--- config.mk ---
export PLATFORM = sky130hd
export DESIGN_NAME = lmsErrorUnit
export DESIGN_NICKNAME = d
export VERILOG_FILES = /design/src/design/lmsPkg.sv /design/src/design/lmsErrorUnit.sv
export SDC_FILE = /design/constraint.sdc
export NUM_CORES = 1
export LEC_CHECK = 0
export ABC_AREA = 1
export ABC_CLOCK_PERIOD_IN_PS = 9020
export BUFFER_PORTS_ARGS = -buffer_cell sky130_fd_sc_hd__clkbuf_2
export CAP_MARGIN = 0
export CORE_ASPECT_RATIO = 1.2
export CORE_UTILIZATION = 45
export CTS_CLUSTER_DIAMETER = 30
export DETAILED_ROUTE_END_ITERATION = 16
export GPL_ROUTABILITY_DRIVEN = 0
export PLACE_DENSITY = 0.64
export RECOVER_POWER = 50
export SYNTH_ARGS = -nofsm -noshare
export SYNTH_HDL_FRONTEND = slang
export SYNTH_SLANG_ARGS = --single-unit
export TNS_END_PERCENT = 1
--- constraint.sdc ---
create_clock -name clk -period 9.02 [get_ports clk]
set_input_delay 0.902 -clock clk [delete_from_list [all_inputs] [get_ports clk]]
set_output_delay 0.902 -clock clk [all_outputs]
set_load 0.01 [all_outputs]
--- src/design/lmsPkg.sv ---
`default_nettype none

package lmsPkg;

	////////////////////////////////////////////////////////////////////////////
	// Word formats
	////////////////////////////////////////////////////////////////////////////

	// Samples, weights, step size and scaled error
	localparam int SampleWidth = 16;

	// Tap products and running partial sums
	localparam int SumWidth = 32;

	// Q1.15
	localparam int FracBits = 15;

	////////////////////////////////////////////////////////////////////////////
	// Filter geometry
	////////////////////////////////////////////////////////////////////////////

	localparam int TapsPerGroup = 8;
	localparam int GroupCount   = 2;
	localparam int TapCount     = TapsPerGroup * GroupCount;

	// Clip bounds of a signed sample word
	localparam logic signed [SampleWidth-1:0] SampleMax = {1'b0, {(SampleWidth-1){1'b1}}};
	localparam logic signed [SampleWidth-1:0] SampleMin = {1'b1, {(SampleWidth-1){1'b0}}};

	// Clip a wide signed value into sample range
	function automatic logic signed [SampleWidth-1:0] satSample(
		input logic signed [SumWidth-1:0] value
	);
		if (value > SampleMax) begin
			return SampleMax;
		end else if (value < SampleMin) begin
			return SampleMin;
		end
		return value[SampleWidth-1:0];
	endfunction

endpackage

`default_nettype wire
--- src/design/lmsErrorUnit.sv ---
`default_nettype none

module lmsErrorUnit import lmsPkg::*; (
	input  logic                          clk,
	input  logic                          rst,
	input  logic                          enable,
	input  logic signed [SumWidth-1:0]    sumIn,
	input  logic signed [SampleWidth-1:0] desiredIn,
	input  logic signed [SampleWidth-1:0] stepSize,
	output logic signed [SampleWidth-1:0] muErr,
	output logic signed [SampleWidth-1:0] filterOut,
	output logic signed [SampleWidth-1:0] errorOut,
	output logic                          outValid
);

	logic signed [SumWidth-1:0]    scaledSum;
	logic signed [SampleWidth-1:0] filterValue;
	logic signed [SumWidth-1:0]    errorWide;
	logic signed [SampleWidth-1:0] errorValue;
	logic signed [SumWidth-1:0]    stepProd;
	logic signed [SumWidth-1:0]    stepScaled;

	////////////////////////////////////////////////////////////////////////////
	// Error path, combinational so taps adapt on the same strobe
	////////////////////////////////////////////////////////////////////////////

	// Back to Q1.15, then clip
	assign scaledSum   = sumIn >>> FracBits;
	assign filterValue = satSample(scaledSum);

	// Difference can reach 17 bits
	assign errorWide  = desiredIn - filterValue;
	assign errorValue = satSample(errorWide);

	// mu * e, fed to every tap
	assign stepProd   = stepSize * errorValue;
	assign stepScaled = stepProd >>> FracBits;
	assign muErr      = satSample(stepScaled);

	////////////////////////////////////////////////////////////////////////////
	// Result registers
	////////////////////////////////////////////////////////////////////////////

	always_ff @(posedge clk) begin
		if (rst) begin
			filterOut <= '0;
			errorOut  <= '0;
			outValid  <= 1'b0;
		end else begin
			outValid <= enable;
			if (enable) begin
				filterOut <= filterValue;
				errorOut  <= errorValue;
			end
		end
	end

	// Each result belongs to the strobe one cycle earlier
	property validAfterEnable;
		@(posedge clk) disable iff (rst)
		outValid |-> $past(enable);
	endproperty

	assert property (validAfterEnable)
		else $error("lmsErrorUnit: outValid without preceding enable");

endmodule

`default_nettype wire

Word-level counts from Yosys, hierarchy flattened
Index checks and enable logic that the tools add are counted.
Operators by class
  add/subtract/negate cells: 1
  multiply operators: 1
  muxes and demuxes: 15
  $lt $le $gt $ge: 6
Operators by type and width (count)
  $mux W16: 9
  $gt A17 B16 Y1 const B: 3
  $lt A17 B16 Y1 const B: 3
  $mul A16 B16 Y32: 1
  $sub A16 B16 Y17: 1
  $mux W1: 6
Word-level totals
  register bits: 33
  word-level logic and storage cells: 26

Depth between registers and ports, before layout
  word-level depth: 14
  depth in mapped cells: 52
  depth with buffers taken out: 49

Least setup slack after synthesis
No wires, ideal clock.
  path kind: input to output
  start point: input sumIn[31]
  end point: output muErr[6]
  data required time: 8.118 ns
  arrival time: 8.785 ns
  stages on the path: 52
  slack: -0.667 ns
  path through: inv_1 > nand2_1 > inv_1 > clkbuf_1 > o21ai_0 > inv_1 > ha_1 > inv_1 > fa_1 > nand2_1 > nand2_1 > nand3_2 > nand2_2 > nand2_2 > nand2_2 > nand2_1 > nand2_2 > nand2_4 > [... 16 more ...] > inv_1 > ha_1 > nand2_1 > nor2_1 > o21ai_0 > o211ai_1 > inv_1 > nor2_1 > a211oi_1 > nand2_2 > nand2_1 > nand2_1 > nand2_1 > nand2_1 > nand3_2 > buf_6 > nand2_1 > nand2_1
Between the ends
  longest elaborated chain between the ends: 14
Ends and longest elaborated chain
  start, declared: line lmsErrorUnit.sv:7  | input logic signed [SumWidth-1:0] sumIn,
  $lt A17 B16 Y1: line lmsPkg.sv:36  | end else if (value < SampleMin) begin
  $mux W1: line lmsPkg.sv:36
  $mux W1: line lmsPkg.sv:34  | if (value > SampleMax) begin
  $mux W16 *: line lmsPkg.sv:39  | return value[SampleWidth-1:0];
  named net filterValue[0]: line lmsErrorUnit.sv:17  | logic signed [SampleWidth-1:0] filterValue;
  $sub A16 B16 Y17 *: line lmsErrorUnit.sv:32  | assign errorWide = desiredIn - filterValue;
  $lt A17 B16 Y1: line lmsPkg.sv:36
  $mux W1: line lmsPkg.sv:36
  $mux W1: line lmsPkg.sv:34
  $mux W16 *: line lmsPkg.sv:39
  $mul A16 B16 Y32 *: line lmsErrorUnit.sv:36  | assign stepProd = stepSize * errorValue;
  $lt A17 B16 Y1: line lmsPkg.sv:36
  $mux W1: line lmsPkg.sv:36
  $mux W1: line lmsPkg.sv:34
  $mux W16 *: line lmsPkg.sv:39
  end, declared: line lmsErrorUnit.sv:10  | output logic signed [SampleWidth-1:0] muErr,
Mark *: on every way through the listed nets, which the timed path passes. The rest lies on a longest branch.

Worst setup path in the final report
  start point: input sumIn[31]
  end point: output muErr[0]
Between the ends
  longest elaborated chain between the ends: 14
Ends and longest elaborated chain (line)
  $lt A17 B16 Y1: lmsPkg.sv:36
  $mux W1: lmsPkg.sv:36
  $mux W1: lmsPkg.sv:34
  $mux W16 *: lmsPkg.sv:39
  $sub A16 B16 Y17 *: lmsErrorUnit.sv:32
  $lt A17 B16 Y1: lmsPkg.sv:36
  $mux W1: lmsPkg.sv:36
  $mux W1: lmsPkg.sv:34
  $mux W16 *: lmsPkg.sv:39
  $mul A16 B16 Y32 *: lmsErrorUnit.sv:36
  $lt A17 B16 Y1: lmsPkg.sv:36
  $mux W1: lmsPkg.sv:36
  $mux W1: lmsPkg.sv:34
  $mux W16 *: lmsPkg.sv:39
Every way passes the cells marked *; elsewhere a longest branch is shown, timed or not.

==> key figures <==
Outcome
  – Status: finished with violations
  – Failing checks: negative setup slack

Detailed routing
  – Iteration-0 DRC Markers: 647
  – Drt first pass iters: 5
  – Antenna viol nets, final: 0
  – WL per Instance: 16.0 um
  – Via density per instance: 5.00
  – Vias: 10997
  – WL final: 35300 um
  – Drt drc: 0

Placed design
  – Area after DPL: 14600 um2
  – Dpl hpwl: 29200 um
  – DP Worst Slack: -0.663 ns
  – Port Buffers: 100

Clock network
  – Skew-Pair Late Insertion Delay: 0.28 ns
  – H-tree levels: 2
  – TritonCTS clock tree: yes
  – Cts bufs inserted: 5
  – CTS Buffer Depth: 2
  – CTS Hold Bufs: 0
  – Root buffer cell: clkbuf_16
  – CTS Sinks: 33
  – Clk pin slew, worst setup/hold paths: 0.06 ns

Hold path
  – Hold Crit Depth: 2
  – Hold endpoint: errorOut[15]
  – Hold wc startpoint: errorOut[15]
  – Hold Crit Class: flip-flop to flip-flop

Worst setup path
  – Origin of the critical flop-to-flop path: errorOut[7]
  – Most used cell, CP: inv_1
  – CP Capture Type: output pin
  – Worst R2R Setup Slack: 8.30 ns
  – Setup crit start kind: input pin
  – Critical Path RT: 8.12 ns
  – Crit path max fanout: 8
  – Critical-path top delay cell: fa_1
  – Crit Path Category: input pin to output pin
  – Worst Reg-to-Reg Cells: 2
  – CP arrival: 8.60 ns
  – Slowest stage delay, CP: 0.59 ns
  – Worst r2r dst: errorOut[7]

STA
  – Setup tns final: -7.32 ns
  – Relative slew margins: 34.4%
  – Final Max Tran Viols: 0
  – Period utilisation layout: 105%
  – Setup ws final: -0.485 ns
  – Slew @ Worst Pin: 0.982 ns
  – Min Clock Period, post-route: 9.50 ns
  – Count of final setup violators: 16
  – Skew final: 0 ns
  – Final hold violation count: 0
  – Peak Freq: 0.105 GHz
  – RSZ-0062 raised after global routing: true

Floorplan
  – # rows: 65
  – Top Ports: 116
  – Initial core utilization: 46.0%
  – Core Box Area: 26400 um2
  – Die Y: 182 um
  – Die X: 152 um
  – Die area: 27600 um2

Run
  – Maxcap violations: 0

Synthesis
  – Post-Syn Nets: 1972
  – Mapped Cells: 1548
  – Synth Flop Type: dfxtp_1
  – Post-Syn Area per Cell: 7.83 um2
  – Synth unique cells: 39
  – Ys Warns: 0
  – Top cells by count, synth: inv_1 (397), fa_1 (262), nand2_1 (261)
  – #FFs+latches synth: 33
  – Mapped Area: 12100 um2
  – Top post-synthesis cells by area: fa_1 (43%), inv_1 (12%), ha_1 (9.8%)
  – Sequential share of the synthesized area: 5.45%
  – Synth top area share: 43.3%
  – Cell with the most instances after synthesis: inv_1
  – Async S/R FF share, synth: 0%
  – Area leader, netlist: fa_1
  – Number of flops mapped to enable cells by yosys: 0

Finish
  – Synth-to-layout area growth: 30.0%
  – Final Instance Area: 15800 um2
  – Nets: 2287
  – Share of cells above drive strength 1: 25.9%
  – Fillers: 2404
  – Antenna diode count: 0

Global routing
  – First-pass GRT wire length: 57500 um
  – Total gr overflow: 0
  – Number of global-route vias before repair: 11625
  – Antenna violations before repair: 0
  – Pin count of the biggest net entering global routing: 46
  – Total track usage: 26.8%
worst max-delay path, delay by kind of cell:
family	cells	cell delay [ns]
and+or+nand+nor	14	1.36
AOI/OAI and AO/OA	6	1.01
buffers and inverters	16	1.67
adders and majority gates	8	3.67
cell type report:
type / count / area, um2 / area share (%)
clock buffers: 6 / 129 / 0.818
well taps: 335 / 419 / 2.66
repair buffers: 344 / 2470 / 15.7
flip-flops and latches: 33 / 661 / 4.19
multi-input cells: 1070 / 10500 / 66.7
inverters: 409 / 1570 / 9.95
clock inverters: 2 / 10.0 / 0.0635
layer usage:
metal | routed length (um) | vias to the layer above | global-route usage (%) | share of wire, %
li1 | - | 5188 | - | -
met1 | 13800 | 5337 | 33.3 | 39
met2 | 18100 | 379 | 47.1 | 51
met3 | 2030 | 93 | 3.72 | 5.7
met4 | 1400 | 0 | 9.35 | 4.0
met5 | 0 | - | 0 | 0
sequential cells by signal, indices dropped and copies added (netlist names):
register   count
errorOut      16
filterOut     16
outValid       1
how the worst max path moves through the flow:
stage                   start        end  slack [ns]  cells after the start
floorplan           sumIn[31]   muErr[2]      -0.008                     51
global placement    sumIn[31]  muErr[10]       -0.58                     45
detailed placement  sumIn[31]   muErr[9]       -0.66                     45
CTS                 sumIn[31]   muErr[9]       -0.32                     46
global route        sumIn[31]   muErr[9]       -0.79                     46
finish              sumIn[31]   muErr[0]       -0.48                     44
layout by cell type, fill, tap and decap left out, types with 7 or more instances in the layout:
cell,n
inv_2,13
nand3_1,28
nand2_2,38
dfxtp_1,33
nand2_1,229
a21oi_2,15
buf_4,226
xnor2_1,15
a21oi_4,11
clkbuf_1,34
nor2_4,7
o21ai_1,10
nor2_2,11
o21ai_0,31
inv_1,380
clkbuf_2,66
buf_12,8
clkinv_1,9
ha_4,18
nor2_1,172
xor2_1,21
fa_1,252
o211ai_1,11
ha_1,77
a21oi_1,46
nand3_2,9
fa_2,10
repair_timing:
item / 4_1_cts / 5_1_grt
resized for setup: 88 / 76
setup endpoints to repair: 16 / 16
pin swaps: 40 / 61
gates cloned: 2 / 2
buffers inserted: 19 / 18
cells by family after synthesis:
family / count (synthesis) / share of synthesized area (%)
compound gates: 157 / 7.36
buf+inv: 447 / 14.0
fa+ha+maj: 357 / 53.1
simple gates: 518 / 17.5
xor+xnor: 36 / 2.60
flops: 33 / 5.45
stage by stage:
| stage | instances | utilization (%) | hold WS [ns] |
|---|---|---|---|
| 2_1_floorplan | 1548 | - | 0.513 |
| 3_3_place_gp | 2150 | 55.4 | 0.464 |
| 3_5_place_dp | 2150 | 55.4 | 0.473 |
| 4_1_cts | 2179 | 57.8 | 0.490 |
| 5_1_grt | 2199 | 59.8 | 0.509 |
| 6_report | 2199 | 59.8 | 0.482 |
Power is left out: the tool's default activity adds up to more than one toggle a clock period on the data nets, which glitch-free logic cannot reach.
